--- src/design/line_consts.svh ---
`ifndef LINE_CONSTS_SVH
`define LINE_CONSTS_SVH

// Byte address width.
`define LINE_ADDR_W 32

// One cache line.
`define LINE_W 256

// One memory bus beat.
`define BEAT_W 64

`define LINE_BEATS 4   // Beats per line, lowest first.

`define LINE_OFFSET_W 5   // Byte offset bits inside a line.

`endif

--- src/design/line_pkg.sv ---
`include "line_consts.svh"

package line_pkg;

  typedef logic [`LINE_ADDR_W-1:0] addr_t;   // Byte address.
  typedef logic [`LINE_W-1:0]      line_t;
  typedef logic [`BEAT_W-1:0]      beat_t;

  // Line number, address without the offset bits.
  typedef logic [`LINE_ADDR_W-`LINE_OFFSET_W-1:0] line_tag_t;

  typedef logic [$clog2(`LINE_BEATS)-1:0] beat_idx_t;

  // Who holds the bus or the reply.
  typedef enum logic [1:0] {
    OWN_ICACHE,
    OWN_DCACHE,
    OWN_PREFETCH
  } owner_t;

  typedef enum logic [2:0] {
    SD_IDLE,
    SD_WRITE,   // Serializing write beats.
    SD_WAIT,    // Read issued, no beat yet.
    SD_READ,
    SD_DONE
  } serdes_state_t;

  typedef enum logic [1:0] {
    ARB_IDLE,
    ARB_BUSY,
    ARB_HIT
  } arb_state_t;

endpackage

--- src/design/burst_serdes.sv ---
`timescale 1ns/1ns
`include "line_consts.svh"

module burst_serdes (
  input  logic            clk,
  input  logic            rst,
  input  logic            start,
  input  line_pkg::addr_t addr,
  input  logic            write,
  input  line_pkg::line_t wline,
  output logic            done,
  output line_pkg::line_t rline,
  output line_pkg::addr_t bmem_addr,
  output logic            bmem_read,
  output logic            bmem_write,
  output line_pkg::beat_t bmem_wdata,
  input  logic            bmem_ready,
  input  line_pkg::beat_t bmem_rdata,
  input  logic            bmem_rvalid
);
  import line_pkg::*;

  localparam beat_idx_t LAST_BEAT = beat_idx_t'(`LINE_BEATS - 1);

  serdes_state_t state;
  beat_idx_t     beat_cnt;
  logic          read_issue;   // Single-cycle read strobe.
  addr_t         addr_q;
  line_t         wline_q;
  line_t         rline_q;
  logic          take_beat;

  assign take_beat = bmem_rvalid && (state == SD_WAIT || state == SD_READ);

  always_ff @(posedge clk) begin
    if (rst) begin
      state      <= SD_IDLE;
      beat_cnt   <= '0;
      read_issue <= 1'b0;
    end else begin
      read_issue <= 1'b0;
      unique case (state)
        SD_IDLE: begin
          if (start) begin
            beat_cnt <= '0;
            if (write) begin
              state <= SD_WRITE;
            end else begin
              state      <= SD_WAIT;
              read_issue <= 1'b1;
            end
          end
        end

        SD_WRITE: begin
          if (bmem_ready) begin   // Beat accepted.
            beat_cnt <= beat_cnt + 1'b1;
            if (beat_cnt == LAST_BEAT) begin
              state <= SD_DONE;
            end
          end
        end

        SD_WAIT: begin
          if (bmem_rvalid) begin
            beat_cnt <= beat_cnt + 1'b1;
            state    <= SD_READ;
          end
        end

        SD_READ: begin
          // Gaps in rvalid just hold the count.
          if (bmem_rvalid) begin
            beat_cnt <= beat_cnt + 1'b1;
            if (beat_cnt == LAST_BEAT) begin
              state <= SD_DONE;
            end
          end
        end

        SD_DONE: state <= SD_IDLE;

        default: state <= SD_IDLE;
      endcase
    end
  end

  // Command and line data.
  always_ff @(posedge clk) begin
    if (state == SD_IDLE && start) begin
      addr_q  <= addr;
      wline_q <= wline;
    end
    if (take_beat) begin
      rline_q[beat_cnt*`BEAT_W +: `BEAT_W] <= bmem_rdata;
    end
  end

  assign bmem_addr  = addr_q;
  assign bmem_read  = read_issue;
  assign bmem_write = (state == SD_WRITE);
  assign bmem_wdata = wline_q[beat_cnt*`BEAT_W +: `BEAT_W];   // Held while ready is low.
  assign done       = (state == SD_DONE);
  assign rline      = rline_q;

  a_rw_exclusive: assert property (@(posedge clk) disable iff (rst)
    !(bmem_read && bmem_write))
    else $error("Read and write strobes together on the memory bus.");

  // Memory must not return data that was never asked for.
  a_rvalid_expected: assert property (@(posedge clk) disable iff (rst)
    bmem_rvalid |-> (state inside {SD_WAIT, SD_READ}))
    else $error("Read beat outside a read burst.");

endmodule

--- src/design/line_adapter_top.sv ---
`timescale 1ns/1ns

module line_adapter_top (
  input  logic            clk,
  input  logic            rst,
  input  logic            icache_read,
  input  line_pkg::addr_t icache_addr,
  output line_pkg::line_t icache_rdata,
  output logic            icache_resp,
  input  logic            dcache_read,
  input  logic            dcache_write,
  input  line_pkg::addr_t dcache_addr,
  input  line_pkg::line_t dcache_wdata,
  output line_pkg::line_t dcache_rdata,
  output logic            dcache_resp,
  output line_pkg::addr_t bmem_addr,
  output logic            bmem_read,
  output logic            bmem_write,
  output line_pkg::beat_t bmem_wdata,
  input  logic            bmem_ready,
  input  line_pkg::beat_t bmem_rdata,
  input  logic            bmem_rvalid
);
  import line_pkg::*;

  // Prefetcher side.
  logic  pf_req, pf_hit;
  addr_t pf_addr;
  line_t pf_line;
  logic  icache_miss_grant, pf_grant, hit_served, line_done, wr_grant;

  // Serdes command and completion.
  logic  start, write, done;
  addr_t addr;
  line_t wline, rline;

  line_arbiter u_arbiter (
    .clk               (clk),
    .rst               (rst),
    .icache_read       (icache_read),
    .icache_addr       (icache_addr),
    .icache_rdata      (icache_rdata),
    .icache_resp       (icache_resp),
    .dcache_read       (dcache_read),
    .dcache_write      (dcache_write),
    .dcache_addr       (dcache_addr),
    .dcache_wdata      (dcache_wdata),
    .dcache_rdata      (dcache_rdata),
    .dcache_resp       (dcache_resp),
    .pf_req            (pf_req),
    .pf_addr           (pf_addr),
    .pf_hit            (pf_hit),
    .pf_line           (pf_line),
    .icache_miss_grant (icache_miss_grant),
    .pf_grant          (pf_grant),
    .hit_served        (hit_served),
    .line_done         (line_done),
    .wr_grant          (wr_grant),
    .start             (start),
    .addr              (addr),
    .write             (write),
    .wline             (wline),
    .done              (done),
    .rline             (rline)
  );

  next_line_prefetcher u_prefetcher (
    .clk               (clk),
    .rst               (rst),
    .icache_addr       (icache_addr),
    .icache_miss_grant (icache_miss_grant),
    .pf_grant          (pf_grant),
    .hit_served        (hit_served),
    .line_done         (line_done),
    .rline             (rline),
    .wr_grant          (wr_grant),
    .write_addr        (addr),   // Command address carries the write target.
    .pf_req            (pf_req),
    .pf_addr           (pf_addr),
    .pf_hit            (pf_hit),
    .pf_line           (pf_line)
  );

  burst_serdes u_serdes (
    .clk         (clk),
    .rst         (rst),
    .start       (start),
    .addr        (addr),
    .write       (write),
    .wline       (wline),
    .done        (done),
    .rline       (rline),
    .bmem_addr   (bmem_addr),
    .bmem_read   (bmem_read),
    .bmem_write  (bmem_write),
    .bmem_wdata  (bmem_wdata),
    .bmem_ready  (bmem_ready),
    .bmem_rdata  (bmem_rdata),
    .bmem_rvalid (bmem_rvalid)
  );

endmodule

--- src/design/line_arbiter.sv ---
`timescale 1ns/1ns

module line_arbiter (
  input  logic            clk,
  input  logic            rst,
  input  logic            icache_read,
  input  line_pkg::addr_t icache_addr,
  output line_pkg::line_t icache_rdata,
  output logic            icache_resp,
  input  logic            dcache_read,
  input  logic            dcache_write,
  input  line_pkg::addr_t dcache_addr,
  input  line_pkg::line_t dcache_wdata,
  output line_pkg::line_t dcache_rdata,
  output logic            dcache_resp,
  input  logic            pf_req,
  input  line_pkg::addr_t pf_addr,
  input  logic            pf_hit,
  input  line_pkg::line_t pf_line,
  output logic            icache_miss_grant,
  output logic            pf_grant,
  output logic            hit_served,
  output logic            line_done,
  output logic            wr_grant,
  output logic            start,
  output line_pkg::addr_t addr,
  output logic            write,
  output line_pkg::line_t wline,
  input  logic            done,
  input  line_pkg::line_t rline
);
  import line_pkg::*;

  arb_state_t state, state_next;
  owner_t     owner, owner_next;
  logic       rr_dcache, rr_dcache_next;   // Data cache wins the next tie.
  logic       icache_req, dcache_req;
  logic       pick_icache, pick_dcache, pick_pf;

  assign icache_req  = icache_read;
  assign dcache_req  = dcache_read | dcache_write;
  assign pick_icache = icache_req & (~rr_dcache | ~dcache_req);
  assign pick_dcache = dcache_req & ~pick_icache;
  // Prefetch only gets a quiet bus.
  assign pick_pf     = pf_req & ~icache_req & ~dcache_req;

  always_ff @(posedge clk) begin
    if (rst) begin
      state     <= ARB_IDLE;
      owner     <= OWN_ICACHE;
      rr_dcache <= 1'b0;
    end else begin
      state     <= state_next;
      owner     <= owner_next;
      rr_dcache <= rr_dcache_next;
    end
  end

  always_comb begin
    state_next        = state;
    owner_next        = owner;
    rr_dcache_next    = rr_dcache;
    start             = 1'b0;
    addr              = icache_addr;
    write             = 1'b0;
    wline             = dcache_wdata;   // Only the data cache writes.
    icache_miss_grant = 1'b0;
    pf_grant          = 1'b0;
    hit_served        = 1'b0;
    line_done         = 1'b0;
    wr_grant          = 1'b0;
    icache_resp       = 1'b0;
    dcache_resp       = 1'b0;
    icache_rdata      = rline;
    dcache_rdata      = rline;

    unique case (state)
      ARB_IDLE: begin
        if (pick_icache) begin
          rr_dcache_next = 1'b1;
          owner_next     = OWN_ICACHE;
          if (pf_hit) begin
            state_next = ARB_HIT;   // Answer from the buffer, bus stays idle.
          end else begin
            start             = 1'b1;
            icache_miss_grant = 1'b1;
            state_next        = ARB_BUSY;
          end
        end else if (pick_dcache) begin
          rr_dcache_next = 1'b0;
          owner_next     = OWN_DCACHE;
          start          = 1'b1;
          addr           = dcache_addr;
          write          = dcache_write;
          wr_grant       = dcache_write;
          state_next     = ARB_BUSY;
        end else if (pick_pf) begin
          owner_next = OWN_PREFETCH;
          start      = 1'b1;
          addr       = pf_addr;
          pf_grant   = 1'b1;
          state_next = ARB_BUSY;
        end
      end

      ARB_BUSY: begin
        if (done) begin
          // Route the completion to whoever started it.
          unique case (owner)
            OWN_ICACHE:   icache_resp = 1'b1;
            OWN_DCACHE:   dcache_resp = 1'b1;
            OWN_PREFETCH: line_done   = 1'b1;
            default:      line_done   = 1'b0;
          endcase
          state_next = ARB_IDLE;
        end
      end

      ARB_HIT: begin
        icache_resp  = 1'b1;
        icache_rdata = pf_line;
        hit_served   = 1'b1;
        state_next   = ARB_IDLE;
      end

      default: state_next = ARB_IDLE;
    endcase
  end

  // A completion must belong to a command started from here.
  a_done_when_busy: assert property (@(posedge clk) disable iff (rst)
    done |-> (state == ARB_BUSY))
    else $error("Serdes completion with no command outstanding.");

endmodule

--- src/design/next_line_prefetcher.sv ---
`timescale 1ns/1ns
`include "line_consts.svh"

module next_line_prefetcher (
  input  logic            clk,
  input  logic            rst,
  input  line_pkg::addr_t icache_addr,
  input  logic            icache_miss_grant,
  input  logic            pf_grant,
  input  logic            hit_served,
  input  logic            line_done,
  input  line_pkg::line_t rline,
  input  logic            wr_grant,
  input  line_pkg::addr_t write_addr,
  output logic            pf_req,
  output line_pkg::addr_t pf_addr,
  output logic            pf_hit,
  output line_pkg::line_t pf_line
);
  import line_pkg::*;

  line_tag_t icache_tag;
  line_tag_t write_tag;
  line_tag_t pf_tag;      // Line pending or held in the buffer.
  line_t     buf_line;
  logic      buf_valid;
  logic      track_next;
  logic      write_hit;

  assign icache_tag = icache_addr[`LINE_ADDR_W-1:`LINE_OFFSET_W];
  assign write_tag  = write_addr[`LINE_ADDR_W-1:`LINE_OFFSET_W];

  // Both a miss and a buffer hit move the window one line ahead.
  assign track_next = icache_miss_grant | hit_served;
  assign write_hit  = wr_grant && (write_tag == pf_tag);

  always_ff @(posedge clk) begin
    if (rst) begin
      pf_req    <= 1'b0;
      buf_valid <= 1'b0;
    end else if (track_next) begin
      pf_req    <= 1'b1;
      buf_valid <= 1'b0;
    end else if (write_hit) begin
      // Stale line, drop it and any pending fetch.
      pf_req    <= 1'b0;
      buf_valid <= 1'b0;
    end else begin
      if (pf_grant) begin
        pf_req <= 1'b0;
      end
      if (line_done) begin
        buf_valid <= 1'b1;
      end
    end
  end

  always_ff @(posedge clk) begin
    if (track_next) begin
      pf_tag <= icache_tag + 1'b1;
    end
    if (line_done) begin
      buf_line <= rline;
    end
  end

  assign pf_addr = {pf_tag, {`LINE_OFFSET_W{1'b0}}};
  assign pf_hit  = buf_valid && (icache_tag == pf_tag);
  assign pf_line = buf_line;

  // The arbiter only serves hits out of a filled buffer.
  a_hit_needs_valid: assert property (@(posedge clk) disable iff (rst)
    hit_served |-> buf_valid)
    else $error("Prefetch hit with an empty buffer.");

endmodule

--- config.mk ---
export PLATFORM = sky130hd
export DESIGN_NAME = line_adapter_top
export DESIGN_NICKNAME = d
export VERILOG_FILES = /design/src/design/line_pkg.sv /design/src/design/burst_serdes.sv /design/src/design/line_adapter_top.sv /design/src/design/line_arbiter.sv /design/src/design/next_line_prefetcher.sv
export VERILOG_INCLUDE_DIRS = /design/src /design/src/design
export SDC_FILE = /design/constraint.sdc
export NUM_CORES = 1
export LEC_CHECK = 0
export BUFFER_PORTS_ARGS = -buffer_cell sky130_fd_sc_hd__buf_2
export CAP_MARGIN = 0
export CORE_AREA = 4 4 386 388
export CTS_BUF_LIST = sky130_fd_sc_hd__clkbuf_16
export CTS_CLUSTER_SIZE = 12
export DETAILED_ROUTE_END_ITERATION = 8
export DIE_AREA = 0 0 390 392
export PLACE_DENSITY = 0.53
export SLEW_MARGIN = 20
export SYNTH_ARGS = -nofsm -noshare
export SYNTH_HDL_FRONTEND = slang
export SYNTH_HIERARCHICAL = 1
export SYNTH_SLANG_ARGS = --single-unit
--- constraint.sdc ---
create_clock -name clk -period 50.5 [get_ports clk]
set_input_delay 5.05 -clock clk [delete_from_list [all_inputs] [get_ports clk]]
set_output_delay 5.05 -clock clk [all_outputs]
set_load 0.02 [all_outputs]
### After elaboration in Yosys (flattened, before gate mapping)

Cells that the tools add are included.

* register bits after elaboration: 840
* logic and storage cells: 125
* bits of input ports: 391

* equality and inequality tests: 18
* bitwise gates (word level): 13
* reductions and logical operators: 20
* mux-type cells: 55
* shifts and indexed selects: 3
* add/sub/neg operators: 3

Operators by type and width (count)
* $bwmux 256: 1
* $mux 256: 1
* $shift 64x34->256 const A: 1
* $shiftx 256x9->64: 1
* $shiftx 64x34->256: 1
* $mux 32: 4
* $eq 27x27->1: 2
* $neg 8->34: 1
* $mux 1: 28
* $add 27x1->27 const B: 1
* $mux 2: 12
* $mux 3: 5
* $pmux 3 s4: 1
* $reduce_bool 3->1: 3
* $reduce_and 4->1: 2
* $eq 2x2->1 const B: 3
* $eq 3x2->1 const B: 2
* $ne 2x1->1 const B: 3
* $ne 2x2->1 const B: 3
* $not 1->1: 6
* $pmux 2 s3: 1
* $reduce_and 2->1: 3
* $reduce_or 3->1: 2
* $and 1x1->1: 4
* 14 further kinds: 21

### Logic depth before layout (Yosys ltp)

* depth in word-level cells: 13
* gate-level depth with buffers: 11

### Cells and area by module

Netlist, hierarchy kept.

Modules (own cells, without submodules)
* burst_serdes: area an instance 20129.3 µm², instances 1, cells an instance 956
* next_line_prefetcher: area an instance 9685.5 µm², instances 1, cells an instance 440
* line_arbiter: area an instance 8000.2 µm², instances 1, cells an instance 926

### Worst setup path after synthesis

OpenSTA, ideal clock, no wires.

* path kind: in2reg
* from: input port icache_addr[8]
* to: register u_serdes.addr_q[0], in the netlist u_serdes/bmem_addr[0], enable pin
* slack: 13.492 ns
* stages on the path: 6
* arrival time: 35.261 ns
* cell sequence: clkbuf_2 xnor2_1 nand4_1 nor4_1 a31oi_1 nor4b_1

* longest elaborated chain between the ends: 6

Ends and longest elaborated chain
* from (decl): RTL line line_adapter_top.sv:7 `input line_pkg::addr_t icache_addr,`
* $eq 27x27->1: RTL line next_line_prefetcher.sv:68 `assign pf_hit = buf_valid && (icache_tag == pf_tag);`
* $logic_and 1x1->1: RTL line next_line_prefetcher.sv:68
* named net pf_hit: RTL line line_adapter_top.sv:27 `logic pf_req, pf_hit;`
* $mux 1: RTL line line_arbiter.sv:82 `if (pf_hit) begin`
* $mux 1: RTL line line_arbiter.sv:79 `if (pick_icache) begin`
* $mux 1: RTL line line_arbiter.sv:77 `unique case (state)`
* named net start: RTL line line_adapter_top.sv:33 `logic start, write, done;`
* $logic_and 1x1->1: RTL line burst_serdes.sv:90 `if (state == SD_IDLE && start) begin`
* to (signal assigned): RTL line burst_serdes.sv:91 `addr_q <= addr;`
* to (decl): RTL line burst_serdes.sv:28 `addr_t addr_q;`

The timed path passes the listed nets, and every way through them passes these cells.
A chain may end at the register's enable or synchronous reset.

### Final worst setup path

* from: register u_arbiter.state[0]
* to: output port icache_rdata[119]

* longest elaborated chain between the ends: 2

Ends and longest elaborated chain
* from (decl): RTL line line_arbiter.sv:34 `arb_state_t state, state_next;`
* from (signal assigned): RTL line line_arbiter.sv:53 `state <= state_next;`
* $eq 2x2->1: RTL line line_arbiter.sv:77
* $mux 256: RTL line line_arbiter.sv:77
* to (decl): RTL line line_adapter_top.sv:8 `output line_pkg::line_t icache_rdata,`

No other way between the ends.

==> impl_metrics.json <==
{
  "cts_setup_buffers": 0,
  "cts_made_buffers": 96,
  "port_buffers": 1002,
  "r2r_start": "u_prefetcher/pf_tag[1]",
  "fin_worst_skew_ns": 0.0474,
  "cts_tree": "yes",
  "cts-hold-fix-buffers": 0,
  "crit_family": "buffers and inverters",
  "outcome": "finished clean",
  "clkTransAtPathRegs_ns": 0.06,
  "holdCritPathClass": "flop to flop",
  "critPathMostFrequentCell": "buf_4",
  "drv_slew": 0,
  "die_w_um": 390,
  "yosys.area_share.simple": 0.0605,
  "setup_violations": 0,
  "clock_latency_ns": 0.71,
  "hold_path_end": "u_prefetcher/pf_line[21]",
  "dr_total_vias": 20500,
  "synth_top_family_by_area": "buffers and inverters",
  "viasPerCell": 4.21,
  "fin_area_um2": 44300,
  "initialDrtViolationCount": 1349,
  "htreeDepth": 3,
  "slew_headroom": 0.237,
  "rsz0062_at_grt": "no",
  "critPathRequiredTime_ns": 45.45,
  "tns_ns": 0,
  "start_util": 0.260,
  "final_cell_mix": "1,002 x buf_2, 827 x edfxtp_1, 260 x and2_1",
  "critPathArrivalTime_ns": 4.41,
  "synth_area_per_cell_um2": 16.3,
  "ys_warn_count": 6,
  "ant_nets": 0,
  "syn_inst": 2322,
  "cap_viol_max_count": 0,
  "synthArstFlopShare": 0,
  "post-route-period-util": 0.187,
  "p_per_area_nw_per_um2": 42.6,
  "antenna_found_initial": 51,
  "fmax_mhz": 106,
  "vdd_drop_max_mv": 0.0337,
  "root_buffer": "clkbuf_16",
  "track_usage": 0.154,
  "drive_gt1_frac": 0.526,
  "crit_fanout": 66,
  "placed_area_um2": 41200,
  "yosys.area_share.adder": 0.00331,
  "synth_largest_area_cell": "edfxtp_1",
  "netlist_area_um2": 37800,
  "totalWireLength_mm": 123,
  "dp_hpwl_mm": 91.8,
  "wire_per_inst_um": 25.2,
  "p_leak_nw": 17.2,
  "synth_area_leaders": "edfxtp_1 66%, buf_4 10%, mux2_2 7.7%, and2_1 4.4%, mux4_2 3.6%",
  "grt_max_degree": 163,
  "hold_viol": 0,
  "fp.coreArea_um2": 145000,
  "max_stage_delay_ns": 0.82,
  "rows": 140,
  "synth-main-ff-cell": "edfxtp_1",
  "crit_slowest_cell": "buf_4",
  "r2r-end": "u_serdes/wline_q[46]",
  "dieArea_um2": 153000,
  "ys_seq_area_frac": 0.664,
  "grt_pass1_wl_mm": 167,
  "area_delta_synth_final_pct": 17.1,
  "ys_ff_latch": 840,
  "reg2regPathDepth": 9,
  "r2r_slack_ns": 45.68,
  "synth-xor-area-share": 0.0176,
  "clock-sinks": 840,
  "clk_path_buf_depth": 3,
  "worst-path-buf-inv": 5,
  "drt_first_pass_iters": 7,
  "drc": 0,
  "fin_ws_ns": 41.04,
  "place_worst_setup_slack_ns": 41.19,
  "hp-start": "u_serdes/rline[21]",
  "muxShareOfSynthArea": 0.116,
  "die_h_um": 392,
  "fin_nets": 3247,
  "final_core_util": 0.305,
  "path_class": "flop to primary output",
  "crit_path_start_kind": "flop",
  "hold_slack_ns": 0.444,
  "grt_pass1_vias": 20800,
  "final_common_cell": "buf_2",
  "holdPathStages": 0,
  "crit_chain": "inv_1 -> ha_4 -> buf_4 -> buf_4 -> buf_4 -> mux2_2 -> buf_2",
  "synth_compound_area_frac": 0.0227,
  "yosysTopAreaCellShare": 0.657,
  "synth_cell_type_count": 61,
  "synth_edf_count": 827,
  "gp_congestion": 0.852,
  "finalCriticalPeriod_ns": 9.46,
  "cts_resized": 0,
  "ios": 1003,
  "worstMarginPinSlew_ns": 1.14,
  "end_kind": "primary output",
  "overflow": 0
}
-- cell families after synthesis --
family / count (synthesis)
other: 1
and+or+nand+nor: 364
buffers and inverters: 618
muxes: 324
AOI/OAI and AO/OA: 89
xor gates and xnor gates: 76
adders and majority gates: 10
DFF: 840
-- per-stage QoR --
stage               std cells  total power, mW
global route             4850             1.97
finish                   4863             1.89
CTS                      4837             1.92
global placement         4665             1.23
floorplan                2326             1.18
detailed placement       4665             1.24
-- cell usage after synthesis, types with 13 or more instances --
master	count
edfxtp_1	827
and2_1	264
clkbuf_2	19
nand4_1	15
mux2_2	257
xnor2_1	45
xor2_1	31
mux4_2	61
nand3_1	13
dfxtp_1	13
nor2_1	13
o22ai_1	31
inv_1	13
clkbuf_1	48
a2bb2oi_2	29
buf_4	522
-- power breakdown --
part / switching (mW) / leakage [nW] / internal [mW]
clock network: 0.295 / 1.55 / 0.380
logic: 0.203 / 7.53 / 0.110
registers: 0.0366 / 8.11 / 0.861
total: 0.535 / 17.2 / 1.35
-- area by class of cell --
class                           count  area [µm²]
Fill cell                       14600      101000
Tap cell                         1917        2400
Clock buffer                       96        2400
Inverter                           14        52.6
Multi-Input combinational cell    868        8380
Clock inverter                     76         659
Timing Repair Buffer             1026        5220
Sequential cell                   840       25100
Antenna cell                       26        65.1
-- worst max-delay path by stage --
stage	startpoint	endpoint	slack (ns)	cells after the start
after floorplan	icache_addr[8]	u_serdes/bmem_addr[0]	13.49	6
after global routing	u_arbiter/state[0]	icache_rdata[119]	40.70	7
after global placement	icache_addr[11]	u_serdes/wline_q[72]	41.27	10
final	u_arbiter/state[0]	icache_rdata[119]	41.04	7
after detailed placement	icache_addr[23]	u_serdes/wline_q[70]	41.19	10
after CTS	u_arbiter/state[0]	icache_rdata[119]	40.85	7
-- layer usage --
metal / share of wire / global-route usage / wire length (µm) / up-vias
met5: 0.00055 / 0 / 67 / -
met4: 0.028 / 0.0545 / 3410 / 10
met3: 0.095 / 0.0546 / 11600 / 172
met2: 0.49 / 0.260 / 60400 / 948
met1: 0.39 / 0.182 / 47300 / 10200
li1: - / - / - / 9146
-- worst register-to-register path, cell delays in order, from the launching register on --
cell      delay [ns]
edfxtp_1        0.44
xnor2_1         0.36
nand4_1         0.14
or4_1           0.59
nor4_1          0.59
a31oi_1         0.34
nor4b_2         0.24
buf_4           0.41
buf_4           0.54
buf_12          0.35
-- sequential cells by signal, indices dropped and copies added, names as in the netlist --
name                    cells
u_arbiter/owner             2
u_arbiter/rr_dcache         1
u_arbiter/state             2
u_prefetcher/buf_valid      1
u_prefetcher/pf_line      256
u_prefetcher/pf_req         1
u_prefetcher/pf_tag        27
u_serdes/beat_cnt           2
u_serdes/bmem_addr         32
u_serdes/bmem_read          1
u_serdes/rline            256
u_serdes/state              3
u_serdes/wline_q          256
(Power assumes the default switching activity.)
